$ cat src/vision_pkg.sv
package vision_pkg;

   ////////////////////
   // Datapath widths
   ////////////////////
   localparam int PIXEL_WIDTH     = 16;
   localparam int PIXELS_PER_WORD = 4;   // Pixels packed per DMA beat
   localparam int DMA_DATA_WIDTH  = 64;

   localparam int APB_ADDR_WIDTH  = 16;
   localparam int APB_DATA_WIDTH  = 32;

   typedef logic [PIXEL_WIDTH-1:0]    pixel_t;
   typedef logic [DMA_DATA_WIDTH-1:0] dma_word_t;

   // Buffered word with payload and frame marker
   typedef struct packed {
      logic      last;   // Word holds the last pixel of a frame
      dma_word_t data;
   } cam_word_t;

   ////////////////////
   // CSR map
   ////////////////////
   localparam logic [APB_ADDR_WIDTH-1:0] CSR_CTRL_ADDR   = 16'h0000;  // Bit 0 capture enable
   localparam logic [APB_ADDR_WIDTH-1:0] CSR_FRAMES_ADDR = 16'h0004;  // Read only
   localparam logic [APB_ADDR_WIDTH-1:0] CSR_DROPS_ADDR  = 16'h0008;  // Read only
   localparam logic [APB_ADDR_WIDTH-1:0] CSR_ID_ADDR     = 16'h000C;  // Read only

   localparam logic [APB_DATA_WIDTH-1:0] VISION_ID = 32'h5649_0001;

endpackage

$ cat src/cam_pixel_packer.sv
`timescale 1ns/1ps

module cam_pixel_packer #(
   parameter int PIXELS_PER_WORD = vision_pkg::PIXELS_PER_WORD
) (
   input  logic                  i_pixel_clk,
   input  logic                  i_arst_n,
   input  logic                  i_enable,       // Capture enable from CSR
   input  logic                  i_pixel_valid,
   input  vision_pkg::pixel_t    i_pixel_data,
   input  logic                  i_pixel_eof,    // Last pixel of frame
   input  logic                  i_fifo_full,
   output logic                  o_push,
   output vision_pkg::cam_word_t o_word,
   output logic                  o_drop
);

   import vision_pkg::*;

   localparam int LANE_W = (PIXELS_PER_WORD > 1) ? $clog2(PIXELS_PER_WORD) : 1;

   logic [LANE_W-1:0]            lane_q;       // Next lane to fill
   pixel_t [PIXELS_PER_WORD-1:0] asm_q;        // Word under assembly
   pixel_t [PIXELS_PER_WORD-1:0] asm_next;
   logic                         sample;
   logic                         word_end;
   logic                         word_rdy_q;   // Finished word waiting for push or drop
   cam_word_t                    word_q;

   // Source cannot stall so pixels outside enable are lost
   assign sample   = i_pixel_valid & i_enable;
   assign word_end = (lane_q == LANE_W'(PIXELS_PER_WORD - 1)) | i_pixel_eof;

   // Insert current pixel and clear lanes above it
   always_comb begin
      for (int i = 0; i < PIXELS_PER_WORD; i++) begin
         if (i < lane_q) begin
            asm_next[i] = asm_q[i];
         end else if (i == lane_q) begin
            asm_next[i] = i_pixel_data;
         end else begin
            asm_next[i] = '0;   // Zero fill for short words
         end
      end
   end

   always_ff @(posedge i_pixel_clk or negedge i_arst_n) begin
      if (!i_arst_n) begin
         lane_q     <= '0;
         word_rdy_q <= 1'b0;
      end else begin
         word_rdy_q <= sample & word_end;
         if (sample) begin
            if (word_end) begin
               lane_q <= '0;
            end else begin
               lane_q <= lane_q + LANE_W'(1);
            end
         end
      end
   end

   always_ff @(posedge i_pixel_clk) begin
      if (sample) begin
         if (word_end) begin
            word_q.data <= asm_next;
            word_q.last <= i_pixel_eof;
         end else begin
            asm_q <= asm_next;
         end
      end
   end

   // Full is checked on the push cycle itself
   assign o_word = word_q;
   assign o_push = word_rdy_q & ~i_fifo_full;
   assign o_drop = word_rdy_q & i_fifo_full;

   // Frame marker only rides on a valid pixel
   a_eof_needs_valid: assert property (@(posedge i_pixel_clk) disable iff (!i_arst_n)
      i_pixel_eof |-> i_pixel_valid);

endmodule

$ cat src/cam_word_fifo.sv
`timescale 1ns/1ps

module cam_word_fifo #(
   parameter type payload_t = logic [64:0],
   parameter int  DEPTH     = 16
) (
   input  logic     i_pixel_clk,
   input  logic     i_arst_n,
   input  logic     i_push,
   input  payload_t i_data,
   input  logic     i_pop,
   output payload_t o_data,        // Head word
   output logic     o_full,
   output logic     o_not_empty
);

   localparam int PTR_W = (DEPTH > 1) ? $clog2(DEPTH) : 1;

   payload_t         mem [DEPTH];
   logic [PTR_W-1:0] wr_ptr_q;
   logic [PTR_W-1:0] rd_ptr_q;
   logic [PTR_W:0]   count_q;      // Occupancy
   logic             wr_en;
   logic             rd_en;

   // Pointer advance wraps at DEPTH so any depth works
   function automatic logic [PTR_W-1:0] ptr_inc(input logic [PTR_W-1:0] ptr);
      if (ptr == PTR_W'(DEPTH - 1)) begin
         return '0;
      end
      return ptr + PTR_W'(1);
   endfunction

   assign wr_en = i_push & ~o_full;
   assign rd_en = i_pop & o_not_empty;

   ////////////////////
   // Pointers and count
   ////////////////////
   always_ff @(posedge i_pixel_clk or negedge i_arst_n) begin
      if (!i_arst_n) begin
         wr_ptr_q <= '0;
         rd_ptr_q <= '0;
         count_q  <= '0;
      end else begin
         if (wr_en) begin
            wr_ptr_q <= ptr_inc(wr_ptr_q);
         end
         if (rd_en) begin
            rd_ptr_q <= ptr_inc(rd_ptr_q);
         end
         if (wr_en && !rd_en) begin
            count_q <= count_q + 1'b1;
         end else if (rd_en && !wr_en) begin
            count_q <= count_q - 1'b1;
         end
      end
   end

   // Storage
   always_ff @(posedge i_pixel_clk) begin
      if (wr_en) begin
         mem[wr_ptr_q] <= i_data;
      end
   end

   assign o_data      = mem[rd_ptr_q];   // Visible the cycle after push
   assign o_full      = (count_q == (PTR_W + 1)'(DEPTH));
   assign o_not_empty = (count_q != '0);

   // Clients must respect the flags
   a_no_push_full: assert property (@(posedge i_pixel_clk) disable iff (!i_arst_n)
      !(i_push && o_full));

   a_no_pop_empty: assert property (@(posedge i_pixel_clk) disable iff (!i_arst_n)
      !(i_pop && !o_not_empty));

endmodule

$ cat src/cam_dma_writer.sv
`timescale 1ns/1ps

module cam_dma_writer (
   input  logic                  i_pixel_clk,
   input  logic                  i_arst_n,
   input  logic                  i_not_empty,
   input  vision_pkg::cam_word_t i_word,
   input  logic                  i_cam_dma_wready,
   output logic                  o_pop,
   output logic                  o_cam_dma_wvalid,
   output logic                  o_cam_dma_wlast,
   output vision_pkg::dma_word_t o_cam_dma_wdata,
   output logic                  o_frame_done
);

   import vision_pkg::*;

   logic      valid_q;
   logic      last_q;
   logic      done_q;
   dma_word_t data_q;
   logic      accept;   // Beat taken by DMA this cycle
   logic      load;     // Refill from FIFO head

   assign accept = valid_q & i_cam_dma_wready;
   assign load   = i_not_empty & (~valid_q | i_cam_dma_wready);

   ////////////////////
   // Output register
   ////////////////////
   always_ff @(posedge i_pixel_clk or negedge i_arst_n) begin
      if (!i_arst_n) begin
         valid_q <= 1'b0;
         last_q  <= 1'b0;
         done_q  <= 1'b0;
      end else begin
         done_q <= accept & last_q;   // One pulse per finished frame
         if (load) begin
            valid_q <= 1'b1;
            last_q  <= i_word.last;
         end else if (accept) begin
            valid_q <= 1'b0;
            last_q  <= 1'b0;
         end
      end
   end

   always_ff @(posedge i_pixel_clk) begin
      if (load) begin
         data_q <= i_word.data;
      end
   end

   assign o_pop            = load;
   assign o_cam_dma_wvalid = valid_q;
   assign o_cam_dma_wlast  = last_q;
   assign o_cam_dma_wdata  = data_q;
   assign o_frame_done     = done_q;

endmodule

$ cat src/vision_csr_apb.sv
`timescale 1ns/1ps

module vision_csr_apb (
   input  logic                                  i_pixel_clk,
   input  logic                                  i_arst_n,
   // APB3 slave
   input  logic                                  i_psel,
   input  logic                                  i_penable,
   input  logic                                  i_pwrite,
   input  logic [vision_pkg::APB_ADDR_WIDTH-1:0] i_paddr,
   input  logic [vision_pkg::APB_DATA_WIDTH-1:0] i_pwdata,
   output logic                                  o_pready,
   output logic [vision_pkg::APB_DATA_WIDTH-1:0] o_prdata,
   output logic                                  o_pslverr,
   // Capture control and status
   output logic                                  o_enable,
   input  logic                                  i_frame_done,
   input  logic                                  i_drop
);

   import vision_pkg::*;

   logic                      access;     // APB access phase
   logic                      addr_hit;
   logic                      wr_ctrl;
   logic                      enable_q;
   logic [APB_DATA_WIDTH-1:0] frames_q;
   logic [APB_DATA_WIDTH-1:0] drops_q;
   logic [APB_DATA_WIDTH-1:0] rdata;

   assign access  = i_psel & i_penable;
   assign wr_ctrl = access & i_pwrite & (i_paddr == CSR_CTRL_ADDR);

   ////////////////////
   // Address decode
   ////////////////////
   always_comb begin
      addr_hit = 1'b1;
      rdata    = '0;
      case (i_paddr)
         CSR_CTRL_ADDR: begin
            rdata = {{(APB_DATA_WIDTH - 1){1'b0}}, enable_q};
         end
         CSR_FRAMES_ADDR: begin
            rdata = frames_q;
         end
         CSR_DROPS_ADDR: begin
            rdata = drops_q;
         end
         CSR_ID_ADDR: begin
            rdata = VISION_ID;
         end
         default: begin
            addr_hit = 1'b0;   // Outside the register map
         end
      endcase
   end

   ////////////////////
   // Registers
   ////////////////////
   always_ff @(posedge i_pixel_clk or negedge i_arst_n) begin
      if (!i_arst_n) begin
         enable_q <= 1'b0;
         frames_q <= '0;
         drops_q  <= '0;
      end else begin
         if (wr_ctrl) begin
            enable_q <= i_pwdata[0];
         end
         // Both counters wrap
         if (i_frame_done) begin
            frames_q <= frames_q + 1'b1;
         end
         if (i_drop) begin
            drops_q <= drops_q + 1'b1;
         end
      end
   end

   assign o_pready  = 1'b1;                 // Zero wait states
   assign o_prdata  = rdata;
   assign o_pslverr = access & ~addr_hit;
   assign o_enable  = enable_q;

endmodule

$ cat src/vision_cam_top.sv
`timescale 1ns/1ps

module vision_cam_top #(
   parameter int FIFO_DEPTH = 16   // Words buffered ahead of the DMA
) (
   input  logic                                  i_pixel_clk,
   input  logic                                  i_arst_n,
   // Camera pixel stream
   input  logic                                  i_pixel_valid,
   input  vision_pkg::pixel_t                    i_pixel_data,
   input  logic                                  i_pixel_eof,
   // APB3 control
   input  logic                                  i_psel,
   input  logic                                  i_penable,
   input  logic                                  i_pwrite,
   input  logic [vision_pkg::APB_ADDR_WIDTH-1:0] i_paddr,
   input  logic [vision_pkg::APB_DATA_WIDTH-1:0] i_pwdata,
   output logic                                  o_pready,
   output logic [vision_pkg::APB_DATA_WIDTH-1:0] o_prdata,
   output logic                                  o_pslverr,
   // Camera DMA write stream
   input  logic                                  i_cam_dma_wready,
   output logic                                  o_cam_dma_wvalid,
   output logic                                  o_cam_dma_wlast,
   output vision_pkg::dma_word_t                 o_cam_dma_wdata
);

   import vision_pkg::*;

   logic      enable;
   logic      push;
   logic      drop;
   logic      fifo_full;
   logic      fifo_not_empty;
   logic      pop;
   logic      frame_done;
   cam_word_t packed_word;   // Packer to FIFO
   cam_word_t head_word;     // FIFO to writer

   cam_pixel_packer #(
      .PIXELS_PER_WORD ( PIXELS_PER_WORD )
   ) u_packer (
      .i_pixel_clk   ( i_pixel_clk   ),
      .i_arst_n      ( i_arst_n      ),
      .i_enable      ( enable        ),
      .i_pixel_valid ( i_pixel_valid ),
      .i_pixel_data  ( i_pixel_data  ),
      .i_pixel_eof   ( i_pixel_eof   ),
      .i_fifo_full   ( fifo_full     ),
      .o_push        ( push          ),
      .o_word        ( packed_word   ),
      .o_drop        ( drop          )
   );

   cam_word_fifo #(
      .payload_t ( cam_word_t ),
      .DEPTH     ( FIFO_DEPTH )
   ) u_fifo (
      .i_pixel_clk ( i_pixel_clk    ),
      .i_arst_n    ( i_arst_n       ),
      .i_push      ( push           ),
      .i_data      ( packed_word    ),
      .i_pop       ( pop            ),
      .o_data      ( head_word      ),
      .o_full      ( fifo_full      ),
      .o_not_empty ( fifo_not_empty )
   );

   cam_dma_writer u_writer (
      .i_pixel_clk      ( i_pixel_clk      ),
      .i_arst_n         ( i_arst_n         ),
      .i_not_empty      ( fifo_not_empty   ),
      .i_word           ( head_word        ),
      .i_cam_dma_wready ( i_cam_dma_wready ),
      .o_pop            ( pop              ),
      .o_cam_dma_wvalid ( o_cam_dma_wvalid ),
      .o_cam_dma_wlast  ( o_cam_dma_wlast  ),
      .o_cam_dma_wdata  ( o_cam_dma_wdata  ),
      .o_frame_done     ( frame_done       )
   );

   // Control and status registers
   vision_csr_apb u_csr (
      .i_pixel_clk  ( i_pixel_clk ),
      .i_arst_n     ( i_arst_n    ),
      .i_psel       ( i_psel      ),
      .i_penable    ( i_penable   ),
      .i_pwrite     ( i_pwrite    ),
      .i_paddr      ( i_paddr     ),
      .i_pwdata     ( i_pwdata    ),
      .o_pready     ( o_pready    ),
      .o_prdata     ( o_prdata    ),
      .o_pslverr    ( o_pslverr   ),
      .o_enable     ( enable      ),
      .i_frame_done ( frame_done  ),
      .i_drop       ( drop        )
   );

endmodule

$ cat config.mk
export PLATFORM = sky130hd
export DESIGN_NAME = vision_cam_top
export DESIGN_NICKNAME = d
export VERILOG_FILES = /design/src/vision_pkg.sv /design/src/cam_pixel_packer.sv /design/src/cam_word_fifo.sv /design/src/cam_dma_writer.sv /design/src/vision_csr_apb.sv /design/src/vision_cam_top.sv
export SDC_FILE = /design/constraint.sdc
export NUM_CORES = 1
export LEC_CHECK = 0
export BUFFER_PORTS_ARGS = -buffer_cell sky130_fd_sc_hd__buf_2
export CELL_PAD_IN_SITES_DETAIL_PLACEMENT = 0
export CELL_PAD_IN_SITES_GLOBAL_PLACEMENT = 1
export CORE_ASPECT_RATIO = 0.9
export CORE_UTILIZATION = 30
export DETAILED_ROUTE_END_ITERATION = 6
export HOLD_SLACK_MARGIN = 0.1
export PLACE_DENSITY_LB_ADDON = 0.1
export SETUP_SLACK_MARGIN = 0.3
export SLEW_MARGIN = 20
export SYNTH_ARGS = -nofsm -noshare
export SYNTH_HDL_FRONTEND = slang
export SYNTH_SLANG_ARGS = --single-unit
$ cat constraint.sdc
create_clock -name i_pixel_clk -period 12.3 [get_ports i_pixel_clk]
set_input_delay 2.46 -clock i_pixel_clk [delete_from_list [all_inputs] [get_ports i_pixel_clk]]
set_output_delay 2.46 -clock i_pixel_clk [all_outputs]
set_load 0.05 [all_outputs]
-- Yosys cells after proc, flatten, opt, wreduce, memory -nomap -nowiden
Memories as Yosys holds them, arrays and structs flattened.
Index checks and enable logic that the tools add are counted.
- register bits: 261
- memory bits (writable): 1040
- input bits: 72
- output and inout port bits: 100
- memories: 1
- memories (memory ; words ; width ; rd ports ; clocked after memory_dff ; write ports ; line ; text):
    u_fifo.mem ; 16 ; 65 ; 1 ; 0 ; 1 ; cam_word_fifo.sv:19 ; payload_t mem [DEPTH];
- $add $sub $neg: 7
- $lt $le $gt $ge: 3
- equality and inequality tests: 10
- mux-type cells: 24
- bitwise operators: 19
- reduce and logical (&&, ||, !) cells: 12
- operator list (kind ; count):
    one-hot mux 32 bit (4 select lines) ; 1
    two-way mux 16 bit ; 6
    adder 32 x 1 -> 32 bit (second input constant) ; 2
    equality test 16 x 4 -> 1 bit (second input constant) ; 2
    equality test 16 x 3 -> 1 bit (second input constant) ; 1
    logical NOT 16 bit ; 1
    two-way mux 4 bit ; 4
    AND 1 bit ; 13
    two-way mux 1 bit ; 10
    two-way mux 5 bit ; 2
    adder 4 x 1 -> 4 bit (second input constant) ; 2
    equality test 4 bit (second input constant) ; 2
    adder 5 x 1 -> 5 bit (second input constant) ; 1
    equality test 5 bit (second input constant) ; 1
    nonzero test 5 bit ; 1
    subtractor 5 x 1 -> 5 bit (second input constant) ; 1
    equality test 2 bit (first input constant) ; 2
    < comparator 1 x 2 -> 1 bit (first input constant) ; 2
    NOT 1 bit ; 4
    AND reduction 2 bit ; 2
    nonzero test 2 bit ; 2
    OR reduction 4 bit ; 1
    adder 2 x 1 -> 2 bit (second input constant) ; 1
    equality test 1 x 2 -> 1 bit (first input constant) ; 1
    7 further kinds ; 10

-- Logic depth before layout (Yosys ltp)
Gate-level depths: netlist of the first run.
- depth after elaboration: 8
- gate-level depth with buffers: 11
- gate-level depth less buffers: 11

-- Cells and area by module
From an unflattened synthesis of the first run, not the netlist that was laid out.
- cells, all modules: 2728
- area total of the unflattened synthesis: 50717.4 um^2
- by module, submodules not included (module ; times used ; cells each ; area each (um^2) ; sequential area each (um^2)):
    cam_word_fifo ; 1 ; 2031 ; 40842.9 ; 31555.3
    cam_pixel_packer ; 1 ; 272 ; 4367.9 ; 3468.3
    vision_csr_apb ; 1 ; 350 ; 3455.8 ; 1626.6
    cam_dma_writer ; 1 ; 75 ; 2050.7 ; 1996.9

-- Worst setup path before layout of the first run
Ideal clock, no wire load.
- path kind: input to register
- start: in i_cam_dma_wready
- end: reg u_fifo.count_q[4]
- setup time: 0.123 ns
- data arrival time: 7.429 ns
- data required time: 12.177 ns
- path slack: 4.748 ns
- stages on the path: 11
- path buffers: 0
- cell sequence: nor2b_1 > a21oi_1 > inv_1 > ha_1 > inv_1 > ha_1 > a21o_1 > a21oi_1 > xnor2_1 > nor2_1 > xnor2_1
- word-level cells in the longest chain between the ends: 6
- RTL lines (element ; line ; text):
    start, declared ; vision_cam_top.sv:22 ; input logic i_cam_dma_wready,
    bitwise OR 1 bit (*) ; cam_dma_writer.sv:26 ; assign load = i_not_empty & (~valid_q | i_cam_dma_wready);
    AND 1 bit (*) ; cam_dma_writer.sv:26 ;
    via pop ; vision_cam_top.sv:35 ; logic pop;
    AND 1 bit (*) ; cam_word_fifo.sv:35 ; assign rd_en = i_pop & o_not_empty;
    logical NOT 1 bit ; cam_word_fifo.sv:52 ; if (wr_en && !rd_en) begin
    logical AND 1 bit ; cam_word_fifo.sv:52 ;
    two-way mux 5 bit or nonzero test 2 bit (tied branches) ; - ;
    end signal, assigned ; cam_word_fifo.sv:53 ; count_q <= count_q + 1'b1;
    end signal, assigned ; cam_word_fifo.sv:55 ; count_q <= count_q - 1'b1;
    end, declared ; cam_word_fifo.sv:22 ; logic [PTR_W:0] count_q;
The timed path passes the listed nets; every way through them passes the cells marked *.
A chain may end at the register's enable or synchronous reset.

-- Worst setup path in the final report of the first run
- start: in i_paddr[6] in the netlist's numbering
- end: out o_prdata[11] in the netlist's numbering
- word-level cells in the longest chain between the ends: 2
- RTL lines (element ; line ; text):
    start, declared ; vision_cam_top.sv:16 ; input logic [vision_pkg::APB_ADDR_WIDTH-1:0] i_paddr,
    equality test 16 x 4 -> 1 bit, or another cell as far along ; vision_csr_apb.sv:40 ; case (i_paddr)
    one-hot mux 32 bit (4 select lines) (*) ; vision_csr_apb.sv:40 ;
    end, declared ; vision_cam_top.sv:19 ; output logic [vision_pkg::APB_DATA_WIDTH-1:0] o_prdata,
Every way passes the cells marked *; elsewhere a longest branch is shown, timed or not.

==> impl_metrics.ini, run 1 <==
[drt]
antenna_left = 0
initialDrtViolationCount = 1588
viasPerCell = 4.789
first_pass_iters = 5
avgRoutedWirePerCell_um = 26.70
drc = 0
wirelength_mm = 131.7
via_count = 23617

[run_status]
status = complete, no violations

[synth]
ys_seq_elements = 1301
synth-adder-area-share = 0.004161
ys_seq_area_frac = 0.7742
synth_compound_area_frac = 0.02825
synth.mux.area_fraction = 0.1357
synth_top_family_by_area = multiplexers
yosys_warnings = 0
ys_types = 44
synthFlopType = edfxtp_1
synth_xor_area_frac = 0.01211
postSynthAreaPerCell_um2 = 20.94
syn_nets = 2472
async_flop_share = 0.06457
yosys.area_share.simple = 0.03213
synthCells = 2384
synth_edf_count = 1217
netlist_area_mm2 = 0.04992

[cts]
cts_buffers = 147
clk_latency_ns = 0.77
hold_buffers = 0
cts_resized = 0
htreeDepth = 4
cts-root-buf = clkbuf_16
clkSinkCount = 1301
clockBufferDepth = 3
clkTransAtPathRegs_ns = 0.06
cts_tree = done
cts_setup_buffers = 0

[global_routing]
antenna_found_initial = 7
grt.total_usage = 0.1578
grt_overflow = 0
grt_pass1_wl_mm = 188.0
grt_pass1_vias = 25570
grt_max_degree = 154

[setup_path]
path_class = in2out
crit_path_cell_trace = buf_2, nor4_1, and4_1, nand2_1, nor2_1, buf_4, a22o_1, buf_2
cp_common_cell = buf_2
cp-end-kind = output port
startpoint = i_paddr[6]
arrival_ns = 4.59
worstPathRequired_ns = 9.84
startpoint_type = input pin
path_max_fanout = 19
cpMaxStageDelayCell = nor2_1
max_stage_delay_ns = 0.39
r2r-start = u_fifo.rd_ptr_q[0]

[place]
post_dp_cell_area_mm2 = 0.05336
dpl.hpwl_mm = 67.30
io_buffers = 139
placed_cells = 4671
place.gp.congestion = 0.7032

[final_layout]
layout_commonest_cell = edfxtp_1
design_area_mm2 = 0.05799
final_cell_mix = edfxtp_1 (1217), mux4_2 (259), clkbuf_16 (151)
num-nets-final = 2692
syn_to_final_growth_pct = 16.18
finalNonFillerCells = 4932
drive_gt1_frac = 0.2609

[pwr]
leakage_uw = 0.01839
p_per_area_mw_per_mm2 = 201.4
total_power_uw = 11680
vdd_drop_max_mv = 0.2027

[sta]
finalMaxSlewViolations = 0
rsz0062_at_grt = false
hold_viol = 0
setup_viol = 0
fin_crit_sh = 0.5730
fin_skew_ns = 0.04966
whs_ns = 0.4788
fmax_mhz = 141.9
period_needed_ns = 7.048
tightest_slew_ns = 1.068
slew_headroom = 0.2881
fin_setup_tns_ns = 0

[floorplanning]
core_mm2 = 0.1646
floorplan.rows = 141
die_h_um = 389.0
fp.dieArea_mm2 = 0.1680
ios = 172
die_w_um = 432.0
start_util = 0.3033

[min_path]
holdCritStartpoint = u_csr.drops_q[31]
hp-class = reg2reg

[job]
drv_cap = 0
[metrics by stage]
stage	utilization	setup WS, ns
global placement	0.3242	5.192
detailed placement	0.3242	5.141
global route	0.3523	4.986
CTS	0.3523	5.133
finish	0.3523	5.252
floorplan	-	4.748
[critical path, delay by kind of cell]
family / cells / cell delay [ns]
simple gates: 4 / 1.19
buf+inv: 3 / 0.69
compound gates: 1 / 0.23
[state kept, by name (all words and copies together), names as in the netlist]
register	count
u_csr.drops_q	32
u_csr.frames_q	32
u_csr.o_enable	1
u_fifo.count_q	5
u_fifo.mem	1040
u_fifo.rd_ptr_q	4
u_fifo.wr_ptr_q	4
u_packer.asm_q	48
u_packer.lane_q	2
u_packer.o_word	65
u_packer.word_rdy_q	1
u_writer.o_cam_dma_wdata	64
u_writer.o_cam_dma_wlast	1
u_writer.o_cam_dma_wvalid	1
u_writer.o_frame_done	1
[cell families after synthesis]
family / Yosys count
DFF: 1301
muxes: 350
and+or+nand+nor: 297
AOI/OAI and AO/OA: 214
buffers and inverters: 136
xor gates and xnor gates: 69
adders and majority gates: 16
other: 1
[report_power, final]
part	internal (uW)	switching (uW)
clock network	2430	1790
registers	4950	201
logic	900	1400
total	8290	3390
[final timing paths]
kind / endpoint / slack (ns) / cells after the start
worst max-delay path: o_prdata[11] / 5.25 / 8
worst min-delay path: u_csr.drops_q[31] / 0.48 / 1
worst max register to register: u_writer.o_cam_dma_wdata[5] / 8.24 / 6
worst min register to register: u_csr.drops_q[31] / 0.48 / 1
max in group asynchronous: u_fifo.rd_ptr_q[2] / 9.41 / 2
min in group asynchronous: u_csr.frames_q[18] / 1.63 / 1
[Yosys cell counts (5+ instances only)]
library cell / instances / area (um^2)
a211oi_1: 64 / 480.5
a21oi_1: 69 / 345.3
a22o_1: 42 / 367.9
and2_1: 21 / 131.4
and4_1: 9 / 78.83
buf_1: 5 / 18.77
buf_2: 43 / 215.2
buf_4: 17 / 127.6
buf_6: 5 / 56.30
clkbuf_1: 52 / 195.2
dfrtp_1: 84 / 2102
edfxtp_1: 1217 / 36550
ha_1: 15 / 187.7
inv_1: 14 / 52.55
mux2_2: 24 / 270.3
mux2i_1: 67 / 670.6
mux4_2: 259 / 5833
nand2_1: 79 / 296.5
nand3_1: 22 / 110.1
nand4_1: 20 / 125.1
nor2_1: 42 / 157.7
nor2b_1: 67 / 419.2
nor3_1: 12 / 60.06
nor3_2: 5 / 50.05
o21ai_0: 31 / 155.2
xnor2_1: 52 / 455.4
xor2_1: 17 / 148.9
[layout make-up]
type / count / area, um^2
Clock buffer: 188 / 3928
Multi-Input combinational cell: 947 / 10750
Clock inverter: 71 / 694.4
Sequential cell: 1301 / 38660
Fill cell: 15285 / 106600
Inverter: 14 / 52.55
Timing Repair Buffer: 193 / 1129
Antenna cell: 2 / 5.005
Tap cell: 2216 / 2773
[routing by layer]
| layer | wire (um) | GRT usage | vias to the layer above |
|---|---|---|---|
| met3 | 5038 | 0.02704 | 191 |
| met1 | 60210 | 0.2168 | 12737 |
| li1 | - | - | 10207 |
| met2 | 63380 | 0.2566 | 480 |
| met5 | 17 | 0 | - |
| met4 | 3018 | 0.04507 | 2 |
Note: power is estimated with default switching activity, not from simulation.
==> run 2: changes to the inputs <==
clock period = 5.8 ns   (was 12.3 ns; I/O delays follow)
==> impl_metrics.ini, run 2 (synthesis results as in run 1) <==
[setup_path]
crit_family = simple AND/OR/NAND/NOR gates
max_stage_delay_ns = 0.56
cpMaxStageDelayCell = nor2_1
cp-end-kind = output port
cp_common_cell = buf_2
worstPathRequired_ns = 4.64
arrival_ns = 3.49
startpoint_type = input pin
path_max_fanout = 17
path_class = in2out
cp_num_buf_inv = 3
crit_path_cell_trace = buf_2, nor4_1, and4_1, nand2_1, nor2_1, buf_4, a22o_1, buf_2

[cts]
cts_buffers = 146
cts_setup_buffers = 0
clkTransAtPathRegs_ns = 0.05
clockBufferDepth = 3
hold_buffers = 0
cts_resized = 0
cts_tree = done
clk_latency_ns = 0.78
htreeDepth = 4
cts-root-buf = clkbuf_16
clkSinkCount = 1301

[global_routing]
grt_overflow = 0
grt_pass1_vias = 25867
grt_max_degree = 87
grt_pass1_wl_mm = 188.6
antenna_found_initial = 6
grt.total_usage = 0.1586

[final_layout]
regMostFlops = u_fifo.mem
drive_gt1_frac = 0.2626
largest_register_ffs = 1040
num-nets-final = 2701
syn_to_final_growth_pct = 16.67
layout_commonest_cell = edfxtp_1
final_cell_mix = edfxtp_1 (1217), mux4_2 (259), clkbuf_16 (150)
design_area_mm2 = 0.05824

[sta]
period_needed_ns = 4.647
fmax_mhz = 215.2
setup_viol = 0
hold_viol = 0
whs_ns = 0.3988
fin_skew_ns = 0.02851
setup_ws_ns = 1.153
rsz0062_at_grt = false
finalMaxSlewViolations = 0
slew_headroom = 0.2531
fin_crit_sh = 0.8012
tightest_slew_ns = 1.120
fin_setup_tns_ns = 0

[place]
place.gp.congestion = 0.7271
dpl.hpwl_mm = 69.75
post-place-ws_ns = 1.149
io_buffers = 139
post_dp_cell_area_mm2 = 0.05367

[drt]
via_count = 23758
drc = 0
viasPerCell = 4.792
initialDrtViolationCount = 1769
avgRoutedWirePerCell_um = 26.65
antenna_left = 0
first_pass_iters = 5
wirelength_mm = 132.1

[floorplanning]
die_w_um = 432.0
die_h_um = 389.0
ios = 172
core_mm2 = 0.1646
start_util = 0.3033
floorplan.rows = 141
fp.dieArea_mm2 = 0.1680

[min_path]
hp-class = in2async

[pwr]
leakage_uw = 0.01844
p_per_area_mw_per_mm2 = 425.3
vdd_drop_max_mv = 0.2489

[run_status]
status = complete, no violations

[job]
drv_cap = 0
## run 2: changes by cell type in the layout (fill, tap and decap cells not counted), sizes merged
cell	delta
buf	+10
diode	+6
clkinv	+5
clkinvlp	+3
inv	+3
bufinv	-1
## run 2: final timing paths
path | slack, ns | start | end | cells after the start
worst max-delay path | 1.15 | i_paddr[1] | o_prdata[9] | 8
worst min-delay path | 0.40 | i_arst_n | u_csr.drops_q[21] | 1
worst max register to register | 2.69 | u_fifo.rd_ptr_q[0] | u_writer.o_cam_dma_wdata[51] | 5
worst min register to register | 0.50 | u_csr.drops_q[5] | u_csr.drops_q[5] | 1
max in group asynchronous | 4.33 | i_arst_n | u_csr.drops_q[17] | 2
min in group i_pixel_clk | 0.50 | u_csr.drops_q[5] | u_csr.drops_q[5] | 1
## run 2: cell type report
cell class / instances / area, um^2
Clock buffer: 188 / 3926
Antenna cell: 8 / 20.02
Multi-Input combinational cell: 947 / 10770
Fill cell: 15247 / 106400
Inverter: 14 / 52.55
Timing Repair Buffer: 203 / 1414
Sequential cell: 1301 / 38660
Clock inverter: 81 / 625.6
Tap cell: 2216 / 2773
## run 2: metrics by stage
stage | total power, uW | util | cells
after floorplan | 14730 | - | 2384
after global routing | 25830 | 0.3538 | 4954
after detailed placement | 16260 | 0.3260 | 4681
after CTS | 25240 | 0.3537 | 4950
after global placement | 16240 | 0.3256 | 4678
final | 24770 | 0.3538 | 4958
## run 2: layer usage
layer	vias up	wire length, um	part of all wire	global-route usage
met5	-	13	0.000098	0
met4	2	3135	0.024	0.05313
met3	178	5592	0.042	0.03072
met2	489	63270	0.48	0.2529
met1	12824	60110	0.45	0.2168
li1	10265	-	-	-
## run 2: worst reg2reg max path, stage by stage (launching register included)
cell and delay (ns):
dfrtp_4 1.08, buf_12 0.57, mux4_2 0.58, nor2b_1 0.15, a211oi_1 0.29, a21oi_1 0.13
## run 2: power breakdown
group	switching (uW)	internal [uW]	leakage [uW]
Sequential	508	10500	0.0119
Combinational	2910	1980	0.00429
Clock	3770	5100	0.00222
